**src/hw/uart_pkg.sv**
```systemverilog
/* UART shared definitions */

`default_nettype none

package uart_pkg;

	// --------------------------------------------------------------------------
	// frame layout
	// --------------------------------------------------------------------------
	// 8N1 framing
	localparam int UART_DATA_W     = 8;
	localparam int UART_FRAME_BITS = UART_DATA_W + 2;

	// oversampling per bit
	localparam int UART_OVERSAMPLE = 16;
	localparam int UART_PHASE_W    = $clog2(UART_OVERSAMPLE);
	localparam int UART_BIT_CNT_W  = $clog2(UART_FRAME_BITS);

	// mid bit sample point
	localparam logic [UART_PHASE_W-1:0] UART_MID_SAMPLE = UART_PHASE_W'(7);
	// last enable of a bit period
	localparam logic [UART_PHASE_W-1:0] UART_PHASE_LAST = UART_PHASE_W'(UART_OVERSAMPLE - 1);
	// stop bit position, start bit is 0
	localparam logic [UART_BIT_CNT_W-1:0] UART_STOP_IDX = UART_BIT_CNT_W'(UART_FRAME_BITS - 1);

	// --------------------------------------------------------------------------
	// baud divider
	// --------------------------------------------------------------------------
	// clocks per 16x enable
	localparam int UART_BAUD_DIV   = 4;
	localparam int UART_BAUD_CNT_W = $clog2(UART_BAUD_DIV);
	localparam logic [UART_BAUD_CNT_W-1:0] UART_BAUD_LOAD = UART_BAUD_CNT_W'(UART_BAUD_DIV - 1);

	// --------------------------------------------------------------------------
	// receive FIFO
	// --------------------------------------------------------------------------
	// power of two so pointers wrap on their own
	localparam int UART_RX_FIFO_DEPTH = 4;
	localparam int UART_RX_PTR_W      = $clog2(UART_RX_FIFO_DEPTH);
	localparam int UART_RX_CNT_W      = UART_RX_PTR_W + 1;

	// received byte plus stop bit check
	typedef struct packed {
		logic [UART_DATA_W-1:0] data;
		logic                   frame_err;
	} uart_rx_word_t;

endpackage

`default_nettype wire

```
**src/hw/uart_baud_gen.sv**
```systemverilog
/* UART 16x baud enable */

`timescale 1ns/10ps
`default_nettype none

module uart_baud_gen
	import uart_pkg::*;
(
	input  wire  clk,
	input  wire  i_rst_n,
	// one clock pulse, 16 per bit
	output logic o_baud_16x_en
);

	// down counter, reloads on zero
	logic [UART_BAUD_CNT_W-1:0] div_cnt;

	// --------------------------------------------------------------------------
	// free running divider
	// --------------------------------------------------------------------------
	always_ff @(posedge clk or negedge i_rst_n) begin
		if (!i_rst_n) begin
			div_cnt       <= UART_BAUD_LOAD;
			o_baud_16x_en <= 1'b0;
		end else begin
			if (div_cnt == '0) begin
				// wrap point, pulse once
				div_cnt       <= UART_BAUD_LOAD;
				o_baud_16x_en <= 1'b1;
			end else begin
				div_cnt       <= div_cnt - 1'b1;
				o_baud_16x_en <= 1'b0;
			end
		end
	end

	// enable is registered so rx and tx see the same edge
	// first pulse lands UART_BAUD_DIV clocks after reset release

endmodule

`default_nettype wire

```
**src/hw/uart_rx_bit.sv**
```systemverilog
/* UART serial receiver */

`timescale 1ns/10ps
`default_nettype none

module uart_rx_bit
	import uart_pkg::*;
(
	input  wire           clk,
	input  wire           i_rst_n,
	input  wire           i_baud_16x_en,
	// asynchronous serial line
	input  wire           i_rx_ser,
	// one clock write strobe to the FIFO
	output logic          o_rx_wr,
	output uart_rx_word_t o_rx_word
);

	// synchroniser stages
	logic ser_d0;
	logic ser_d1;
	// line value at the previous enable
	logic sample0;
	logic rx_fall;
	// frame in progress
	logic rx_busy;
	logic [UART_PHASE_W-1:0]   phase_cnt;
	logic [UART_BIT_CNT_W-1:0] bit_cnt;
	logic [UART_DATA_W-1:0]    shift_reg;
	logic mid_tick;

	// --------------------------------------------------------------------------
	// line synchroniser
	// --------------------------------------------------------------------------
	// idle line is high
	always_ff @(posedge clk or negedge i_rst_n) begin
		if (!i_rst_n) begin
			ser_d0 <= 1'b1;
			ser_d1 <= 1'b1;
		end else begin
			ser_d0 <= i_rx_ser;
			ser_d1 <= ser_d0;
		end
	end

	// sampled at the enable rate for edge detection
	always_ff @(posedge clk or negedge i_rst_n) begin
		if (!i_rst_n) begin
			sample0 <= 1'b1;
		end else if (i_baud_16x_en) begin
			sample0 <= ser_d1;
		end
	end

	// high to low between two enables
	assign rx_fall  = sample0 & ~ser_d1;
	// centre of the current bit
	assign mid_tick = rx_busy & i_baud_16x_en & (phase_cnt == UART_MID_SAMPLE);

	// --------------------------------------------------------------------------
	// phase and bit counters
	// --------------------------------------------------------------------------
	always_ff @(posedge clk or negedge i_rst_n) begin
		if (!i_rst_n) begin
			rx_busy   <= 1'b0;
			phase_cnt <= '0;
			bit_cnt   <= '0;
			o_rx_wr   <= 1'b0;
		end else begin
			o_rx_wr <= 1'b0;
			if (i_baud_16x_en) begin
				if (!rx_busy) begin
					// waiting for a start edge
					if (rx_fall) begin
						rx_busy   <= 1'b1;
						phase_cnt <= UART_PHASE_W'(1);
						bit_cnt   <= '0;
					end
				end else begin
					// 16 enables per bit, wraps by width
					phase_cnt <= phase_cnt + 1'b1;
					if (phase_cnt == UART_PHASE_LAST) begin
						bit_cnt <= bit_cnt + 1'b1;
					end
					// stop bit centre ends the frame
					if (phase_cnt == UART_MID_SAMPLE && bit_cnt == UART_STOP_IDX) begin
						rx_busy <= 1'b0;
						o_rx_wr <= 1'b1;
					end
				end
			end
		end
	end

	// --------------------------------------------------------------------------
	// data capture
	// --------------------------------------------------------------------------
	// bit 0 is the start bit and is not stored
	always_ff @(posedge clk) begin
		if (mid_tick) begin
			if (bit_cnt == UART_STOP_IDX) begin
				o_rx_word.data      <= shift_reg;
				// stop bit must be high
				o_rx_word.frame_err <= ~ser_d1;
			end else if (bit_cnt != '0) begin
				// lsb first
				shift_reg <= {ser_d1, shift_reg[UART_DATA_W-1:1]};
			end
		end
	end

endmodule

`default_nettype wire

```
**src/hw/uart_tx_bit.sv**
```systemverilog
/* UART serial transmitter */

`timescale 1ns/10ps
`default_nettype none

module uart_tx_bit
	import uart_pkg::*;
(
	input  wire                   clk,
	input  wire                   i_rst_n,
	input  wire                   i_baud_16x_en,
	// host side, four phase
	input  wire                   i_tx_req,
	input  wire [UART_DATA_W-1:0] i_tx_data,
	output logic                  o_tx_ack,
	// serial line, high when idle
	output logic                  o_tx_ser
);

	// frame on the line
	logic tx_busy;
	logic [UART_PHASE_W-1:0]    phase_cnt;
	logic [UART_BIT_CNT_W-1:0]  bit_cnt;
	// stop, data, start with start in bit 0
	logic [UART_FRAME_BITS-1:0] frame_sr;
	// new byte taken this clock
	logic accept;
	// first enable of a bit period
	logic bit_start;

	// only when idle and the last handshake has closed
	assign accept    = i_tx_req & ~o_tx_ack & ~tx_busy;
	assign bit_start = tx_busy & i_baud_16x_en & (phase_cnt == '0);

	// --------------------------------------------------------------------------
	// host handshake
	// --------------------------------------------------------------------------
	always_ff @(posedge clk or negedge i_rst_n) begin
		if (!i_rst_n) begin
			o_tx_ack <= 1'b0;
		end else if (accept) begin
			o_tx_ack <= 1'b1;
		end else if (!i_tx_req) begin
			// req gone, close the handshake
			o_tx_ack <= 1'b0;
		end
	end

	// --------------------------------------------------------------------------
	// bit timing and line driver
	// --------------------------------------------------------------------------
	always_ff @(posedge clk or negedge i_rst_n) begin
		if (!i_rst_n) begin
			tx_busy   <= 1'b0;
			phase_cnt <= '0;
			bit_cnt   <= '0;
			o_tx_ser  <= 1'b1;
		end else if (accept) begin
			// start bit goes out on the next enable
			tx_busy   <= 1'b1;
			phase_cnt <= '0;
			bit_cnt   <= '0;
		end else if (!tx_busy) begin
			o_tx_ser <= 1'b1;
		end else if (i_baud_16x_en) begin
			phase_cnt <= phase_cnt + 1'b1;
			if (phase_cnt == '0) begin
				o_tx_ser <= frame_sr[0];
			end
			if (phase_cnt == UART_PHASE_LAST) begin
				bit_cnt <= bit_cnt + 1'b1;
				// end of stop bit frees the transmitter
				if (bit_cnt == UART_STOP_IDX) begin
					tx_busy <= 1'b0;
				end
			end
		end
	end

	// frame shift register, ones fill from the top
	always_ff @(posedge clk) begin
		if (accept) begin
			frame_sr <= {1'b1, i_tx_data, 1'b0};
		end else if (bit_start) begin
			frame_sr <= {1'b1, frame_sr[UART_FRAME_BITS-1:1]};
		end
	end

endmodule

`default_nettype wire

```
**src/hw/uart_rx_fifo.sv**
```systemverilog
/* UART receive FIFO */

`timescale 1ns/10ps
`default_nettype none

module uart_rx_fifo
	import uart_pkg::*;
(
	input  wire                    clk,
	input  wire                    i_rst_n,
	// write side from the receiver, no back-pressure
	input  wire                    i_wr,
	input  wire uart_rx_word_t     i_word,
	// host side, four phase
	output logic                   o_rx_req,
	output logic [UART_DATA_W-1:0] o_rx_data,
	output logic                   o_rx_frame_err,
	input  wire                    i_rx_ack,
	// sticky until reset
	output logic                   o_rx_overrun
);

	// handshake phases
	typedef enum logic [1:0] {
		HS_IDLE,
		HS_REQ,
		HS_WAIT
	} hs_state_e;

	uart_rx_word_t mem [UART_RX_FIFO_DEPTH];
	logic [UART_RX_PTR_W-1:0] wr_ptr;
	logic [UART_RX_PTR_W-1:0] rd_ptr;
	logic [UART_RX_CNT_W-1:0] count;
	logic full;
	logic empty;
	logic push;
	logic pop;
	hs_state_e hs_state;

	assign full  = (count == UART_RX_CNT_W'(UART_RX_FIFO_DEPTH));
	assign empty = (count == '0);
	// a write into a full buffer is lost
	assign push  = i_wr & ~full;
	assign pop   = (hs_state == HS_REQ) & i_rx_ack;

	// --------------------------------------------------------------------------
	// storage and pointers
	// --------------------------------------------------------------------------
	always_ff @(posedge clk) begin
		if (push) begin
			mem[wr_ptr] <= i_word;
		end
	end

	always_ff @(posedge clk or negedge i_rst_n) begin
		if (!i_rst_n) begin
			wr_ptr       <= '0;
			rd_ptr       <= '0;
			count        <= '0;
			o_rx_overrun <= 1'b0;
		end else begin
			if (push) begin
				wr_ptr <= wr_ptr + 1'b1;
			end
			if (pop) begin
				rd_ptr <= rd_ptr + 1'b1;
			end
			if (push && !pop) begin
				count <= count + 1'b1;
			end else if (pop && !push) begin
				count <= count - 1'b1;
			end
			if (i_wr && full) begin
				o_rx_overrun <= 1'b1;
			end
		end
	end

	// --------------------------------------------------------------------------
	// host handshake
	// --------------------------------------------------------------------------
	always_ff @(posedge clk or negedge i_rst_n) begin
		if (!i_rst_n) begin
			hs_state <= HS_IDLE;
		end else begin
			case (hs_state)
				// new req only after ack has dropped
				HS_IDLE: if (!empty && !i_rx_ack) hs_state <= HS_REQ;
				HS_REQ:  if (i_rx_ack) hs_state <= HS_WAIT;
				HS_WAIT: if (!i_rx_ack) hs_state <= HS_IDLE;
				default: hs_state <= HS_IDLE;
			endcase
		end
	end

	// head word holds while req is up
	assign o_rx_req       = (hs_state == HS_REQ);
	assign o_rx_data      = mem[rd_ptr].data;
	assign o_rx_frame_err = mem[rd_ptr].frame_err;

endmodule

`default_nettype wire

```
**src/hw/uart_top.sv**
```systemverilog
/* UART subsystem top */

`timescale 1ns/10ps
`default_nettype none

module uart_top
	import uart_pkg::*;
(
	input  wire                    clk,
	input  wire                    i_rst_n,
	// serial pins
	input  wire                    i_rx_ser,
	output logic                   o_tx_ser,
	// transmit host port
	input  wire                    i_tx_req,
	input  wire [UART_DATA_W-1:0]  i_tx_data,
	output logic                   o_tx_ack,
	// receive host port
	output logic                   o_rx_req,
	output logic [UART_DATA_W-1:0] o_rx_data,
	output logic                   o_rx_frame_err,
	input  wire                    i_rx_ack,
	output logic                   o_rx_overrun
);

	// shared 16x enable
	logic          baud_16x_en;
	// receiver to FIFO
	logic          rx_wr;
	uart_rx_word_t rx_word;

	// --------------------------------------------------------------------------
	// timing source
	// --------------------------------------------------------------------------
	uart_baud_gen u_baud_gen (
		.clk           (clk),
		.i_rst_n       (i_rst_n),
		.o_baud_16x_en (baud_16x_en)
	);

	// --------------------------------------------------------------------------
	// receive path
	// --------------------------------------------------------------------------
	uart_rx_bit u_rx_bit (
		.clk           (clk),
		.i_rst_n       (i_rst_n),
		.i_baud_16x_en (baud_16x_en),
		.i_rx_ser      (i_rx_ser),
		.o_rx_wr       (rx_wr),
		.o_rx_word     (rx_word)
	);

	uart_rx_fifo u_rx_fifo (
		.clk            (clk),
		.i_rst_n        (i_rst_n),
		.i_wr           (rx_wr),
		.i_word         (rx_word),
		.o_rx_req       (o_rx_req),
		.o_rx_data      (o_rx_data),
		.o_rx_frame_err (o_rx_frame_err),
		.i_rx_ack       (i_rx_ack),
		.o_rx_overrun   (o_rx_overrun)
	);

	// --------------------------------------------------------------------------
	// transmit path
	// --------------------------------------------------------------------------
	uart_tx_bit u_tx_bit (
		.clk           (clk),
		.i_rst_n       (i_rst_n),
		.i_baud_16x_en (baud_16x_en),
		.i_tx_req      (i_tx_req),
		.i_tx_data     (i_tx_data),
		.o_tx_ack      (o_tx_ack),
		.o_tx_ser      (o_tx_ser)
	);

endmodule

`default_nettype wire

```
**config.mk**
```make
export PLATFORM = sky130hd
export DESIGN_NAME = uart_top
export DESIGN_NICKNAME = d
export VERILOG_FILES = /design/src/hw/uart_pkg.sv /design/src/hw/uart_baud_gen.sv /design/src/hw/uart_rx_bit.sv /design/src/hw/uart_tx_bit.sv /design/src/hw/uart_rx_fifo.sv /design/src/hw/uart_top.sv
export SDC_FILE = /design/constraint.sdc
export NUM_CORES = 1
export LEC_CHECK = 0
export BUFFER_PORTS_ARGS = -buffer_cell sky130_fd_sc_hd__buf_4
export CORE_UTILIZATION = 45
export CTS_CLUSTER_SIZE = 8
export DETAILED_ROUTE_END_ITERATION = 12
export GPL_TIMING_DRIVEN = 1
export SLEW_MARGIN = 40
export SYNTH_ARGS = -nofsm -noshare
export SYNTH_HDL_FRONTEND = slang
export SYNTH_SLANG_ARGS = --single-unit
```
**constraint.sdc**
```tcl
create_clock -name clk -period 6.95 [get_ports clk]
set_clock_uncertainty 0.05 [all_clocks]
set_input_delay 1.0425 -clock clk [delete_from_list [all_inputs] [get_ports clk]]
set_output_delay 1.0425 -clock clk [all_outputs]
set_load 0.05 [all_outputs]
```
==> impl_metrics.xml <==
<?xml version="1.0" encoding="UTF-8"?>
<metrics>
  <group name="status">
    <metric name="outcome" unit="">complete, no violations</metric>
  </group>
  <group name="detailed_routing">
    <metric name="routed-via-count" unit="">2020</metric>
    <metric name="vias_per_cell" unit="">5.14</metric>
    <metric name="drcViolationCount" unit="">0</metric>
    <metric name="drtAntennaViolNets" unit="">0</metric>
    <metric name="dr.first_iter.drc_count" unit="">72</metric>
    <metric name="drt_first_pass_iters" unit="">4</metric>
    <metric name="finalWirelength" unit="mm">5.67</metric>
    <metric name="wire_per_inst" unit="µm">14.4</metric>
  </group>
  <group name="critical_path">
    <metric name="cp.arrival" unit="ns">1.93</metric>
    <metric name="cp.required" unit="ns">5.86</metric>
    <metric name="critical-path-slowest-cell" unit="">dfrtp_1</metric>
    <metric name="crit_family" unit="">flip-flops</metric>
    <metric name="crit_start" unit="">u_rx_fifo.rd_ptr[0]</metric>
    <metric name="worst-path-max-fanout" unit="">11</metric>
    <metric name="timing.critical_path.cells" unit="">mux4_2 -&gt; buf_4</metric>
    <metric name="worst-setup-path-type" unit="">flip-flop to primary output</metric>
    <metric name="startpoint_type" unit="">flip-flop</metric>
    <metric name="critPathBufInv" unit="">1</metric>
    <metric name="endpoint_kind" unit="">primary output</metric>
    <metric name="r2r_startpoint" unit="">u_rx_fifo.count[0]</metric>
    <metric name="cpPeakStageDelay" unit="ns">0.77</metric>
  </group>
  <group name="timing">
    <metric name="drv_slew" unit="">0</metric>
    <metric name="rsz0062_at_grt" unit="">false</metric>
    <metric name="hold_viol" unit="">0</metric>
    <metric name="layout_worst_path_cycle_share" unit="%">43.5</metric>
    <metric name="max_slew.worst_pin.slew" unit="ns">0.739</metric>
    <metric name="post-route-worst-setup-slack" unit="ns">3.93</metric>
    <metric name="slew-limit-headroom" unit="%">50.6</metric>
    <metric name="finalSetupViolCount" unit="">0</metric>
    <metric name="post_route_hold_slack" unit="ns">0.309</metric>
    <metric name="fin_tns_setup" unit="ns">0</metric>
    <metric name="fmax" unit="MHz">331</metric>
    <metric name="min_period" unit="ns">3.02</metric>
  </group>
  <group name="logic_synthesis">
    <metric name="post-synth-top-area-cell" unit="">edfxtp_1</metric>
    <metric name="synth_top_cells_by_area" unit="">edfxtp_1 46%, dfrtp_1 20%, mux4_2 5.1%</metric>
    <metric name="synth_seq_area_share" unit="%">70.2</metric>
    <metric name="synth.cell_area" unit="µm²">3970</metric>
    <metric name="synth_top_flop_cell" unit="">edfxtp_1</metric>
    <metric name="yosysUniqueCellTypes" unit="">43</metric>
    <metric name="synthCells" unit="">253</metric>
    <metric name="number_of_enable_flip_flop_cells_after_synthesis" unit="">61</metric>
    <metric name="synth-async-reset-ratio" unit="%">37.4</metric>
    <metric name="ys_ff_latch" unit="">99</metric>
    <metric name="synth.top_cell.area_share" unit="%">46.2</metric>
    <metric name="syn_area_per_cell" unit="µm²">15.7</metric>
    <metric name="ys_warn_count" unit="">0</metric>
    <metric name="postSynthNetCount" unit="">281</metric>
  </group>
  <group name="clock_network">
    <metric name="cts_setup_buffers" unit="">0</metric>
    <metric name="cts_hold_repair.buffers" unit="">0</metric>
    <metric name="worst_setup_hold_path_clk_slew" unit="ns">0.10</metric>
    <metric name="clock_latency_on_the_worst_skew_pair" unit="ns">0.36</metric>
    <metric name="postCtsResizedCells" unit="">0</metric>
    <metric name="cts.path.max_buffers" unit="">2</metric>
    <metric name="clock_tree_from_tritoncts" unit="">built</metric>
    <metric name="clock_tree.root_cell" unit="">clkbuf_8</metric>
    <metric name="cts_buffers" unit="">9</metric>
    <metric name="h-tree-depth" unit="">3</metric>
    <metric name="clkSinkCount" unit="">99</metric>
  </group>
  <group name="pwr">
    <metric name="power_frac_seq" unit="%">51.7</metric>
    <metric name="clockPowerShare" unit="%">23.7</metric>
    <metric name="power.leakage" unit="nW">1.70</metric>
    <metric name="comb_power_share" unit="%">24.6</metric>
    <metric name="power.switching" unit="W">0.000507</metric>
    <metric name="peakVddDrop" unit="µV">166</metric>
    <metric name="internal_power" unit="W">0.000989</metric>
    <metric name="switching_share" unit="%">33.9</metric>
    <metric name="post-layout-total-power" unit="W">0.00150</metric>
    <metric name="cell_pwr_density" unit="nW/µm²">334</metric>
  </group>
  <group name="place">
    <metric name="port_buffers" unit="">25</metric>
    <metric name="detailedPlacementHpwl" unit="mm">3.79</metric>
    <metric name="dp_worst_setup_slack" unit="ns">4.28</metric>
    <metric name="routabilityCongestion" unit="">0.741</metric>
  </group>
  <group name="final_layout">
    <metric name="max_ffs_per_register" unit="">36</metric>
    <metric name="largestRegisters" unit="">u_rx_fifo.mem (36), u_rx_bit.o_rx_word (9), u_tx_bit.frame_sr (9)</metric>
    <metric name="areaGrowthSynthToFinish" unit="%">12.9</metric>
    <metric name="layout-drive-gt1-share" unit="%">22.2</metric>
    <metric name="biggest_register" unit="">u_rx_fifo.mem</metric>
    <metric name="nNetsFinal" unit="">311</metric>
    <metric name="n_antenna_cell" unit="">0</metric>
  </group>
  <group name="die">
    <metric name="start_util" unit="%">47.3</metric>
    <metric name="die_area" unit="µm²">9190</metric>
    <metric name="floorplan.rows" unit="">33</metric>
    <metric name="floorplan.die.width" unit="µm">95.9</metric>
    <metric name="die-height" unit="µm">95.9</metric>
    <metric name="pin_count" unit="">26</metric>
    <metric name="floorplan_core_area" unit="µm²">8380</metric>
  </group>
  <group name="worst_hold_path">
    <metric name="timing.hold.worst.start" unit="">u_rx_bit.ser_d0</metric>
    <metric name="worst_hold_path_type" unit="">flip-flop to flip-flop</metric>
  </group>
  <group name="grt">
    <metric name="grt_max_degree" unit="">38</metric>
    <metric name="grt_first_pass_wirelength" unit="mm">9.65</metric>
    <metric name="antenna_violations_before_repair" unit="">0</metric>
    <metric name="grt.overflow.total" unit="">0</metric>
    <metric name="grt_pass1_vias" unit="">1946</metric>
    <metric name="grt_util_all_layers" unit="%">14.4</metric>
  </group>
  <group name="flow_run">
    <metric name="maxCapViolCount" unit="">0</metric>
  </group>
</metrics>
## final timing paths
check                                             end  slack, ns  cells past startpoint
worst min register to register        u_rx_bit.ser_d1       0.31                      0
max in group asynchronous       u_baud_gen.div_cnt[1]       5.90                      1
min in group asynchronous            u_rx_bit.rx_busy       0.58                      1
worst min-delay path                  u_rx_bit.ser_d1       0.31                      0
worst max register to register     u_rx_fifo.count[2]       4.62                      8
worst max-delay path                     o_rx_data[7]       3.93                      2
## final cells by class
| cell class | instances | area, µm² |
|---|---|---|
| Multi-Input combinational cell | 132 | 1110 |
| Clock inverter | 7 | 72.6 |
| Sequential cell | 99 | 2790 |
| Clock buffer | 9 | 124 |
| Timing Repair Buffer | 26 | 195 |
| Tap cell | 105 | 131 |
| Fill cell | 693 | 3910 |
| Inverter | 15 | 56.3 |
## cell families (layout without fill, tap and decap cells)
logic type               after synthesis  count (layout)  synth area share, %
flip-flops                            99              99                 70.2
AND/OR/NAND/NOR                       61              61                 8.17
AO/OA/AOI/OAI                         32              32                 5.77
buffers and inverters                 22              57                 2.24
adder cells (fa/ha/maj)               15              15                 4.92
multiplexers                          13              13                 6.22
XOR/XNOR                              11              11                 2.43
## per-stage QoR
stage | std cells | util (%) | instance area, µm²
after floorplan | 253 | - | 3970
after detailed placement | 377 | 51.1 | 4280
after global placement | 377 | 50.9 | 4270
final | 393 | 53.4 | 4480
after CTS | 393 | 53.4 | 4480
after global routing | 393 | 53.4 | 4480
## cells in the final DEF, fill, tap and decap left out, types with 2 or more instances in the layout
master | netlist | final
a21o_1 | 2 | 2
a21oi_1 | 2 | 2
a22o_1 | 8 | 8
and2_1 | 6 | 6
buf_4 | 1 | 26
clkbuf_8 | 0 | 9
dfrtp_1 | 31 | 31
dfstp_2 | 6 | 6
edfxtp_1 | 61 | 61
ha_1 | 14 | 14
inv_1 | 15 | 15
inv_6 | 0 | 2
inv_8 | 0 | 2
mux2_2 | 3 | 3
mux4_2 | 9 | 9
nand2_1 | 13 | 13
nand2b_1 | 3 | 3
nand3_1 | 10 | 10
nand4_1 | 3 | 3
nor2_1 | 11 | 11
nor2b_1 | 3 | 3
nor3_1 | 4 | 3
nor4_1 | 3 | 2
o21a_1 | 2 | 2
o21ai_0 | 9 | 9
o31ai_1 | 2 | 2
xnor2_1 | 5 | 5
xor2_1 | 6 | 6
## routing by layer
layer  track usage, %  vias up  part of all wire, %
li1                 -      995                    -
met1             18.6      990                   46
met2             23.3       28                   49
met3             5.06        7                  3.9
met4             3.73        0                  1.1
met5                0        -                    0
## power by group through the flow
| stage | Sequential, W | Clock (W) | Combinational, W |
|---|---|---|---|
| finish | 0.000774 | 0.000355 | 0.000367 |
| global route | 0.000789 | 0.000389 | 0.000409 |
| CTS | 0.000776 | 0.000369 | 0.000373 |
| detailed placement | 0.000788 | 0 | 0.000371 |
| global placement | 0.000784 | 0 | 0.000364 |
| floorplan | 0.000752 | 0 | 0.000315 |
## cells in the mapped netlist, types with 2 or more instances
| cell type | instances |
|---|---|
| and2_1 | 6 |
| ha_1 | 14 |
| nor4_1 | 3 |
| a21oi_1 | 2 |
| nor3_1 | 4 |
| xor2_1 | 6 |
| nand4_1 | 3 |
| nand2b_1 | 3 |
| o21a_1 | 2 |
| edfxtp_1 | 61 |
| xnor2_1 | 5 |
| nand2_1 | 13 |
| nand3_1 | 10 |
| dfstp_2 | 6 |
| clkbuf_1 | 4 |
| a21o_1 | 2 |
| mux4_2 | 9 |
| nor2b_1 | 3 |
| dfrtp_1 | 31 |
| mux2_2 | 3 |
| a22o_1 | 8 |
| o21ai_0 | 9 |
| o31ai_1 | 2 |
| inv_1 | 15 |
| nor2_1 | 11 |
No activity file was read; power rests on OpenSTA's default activity.
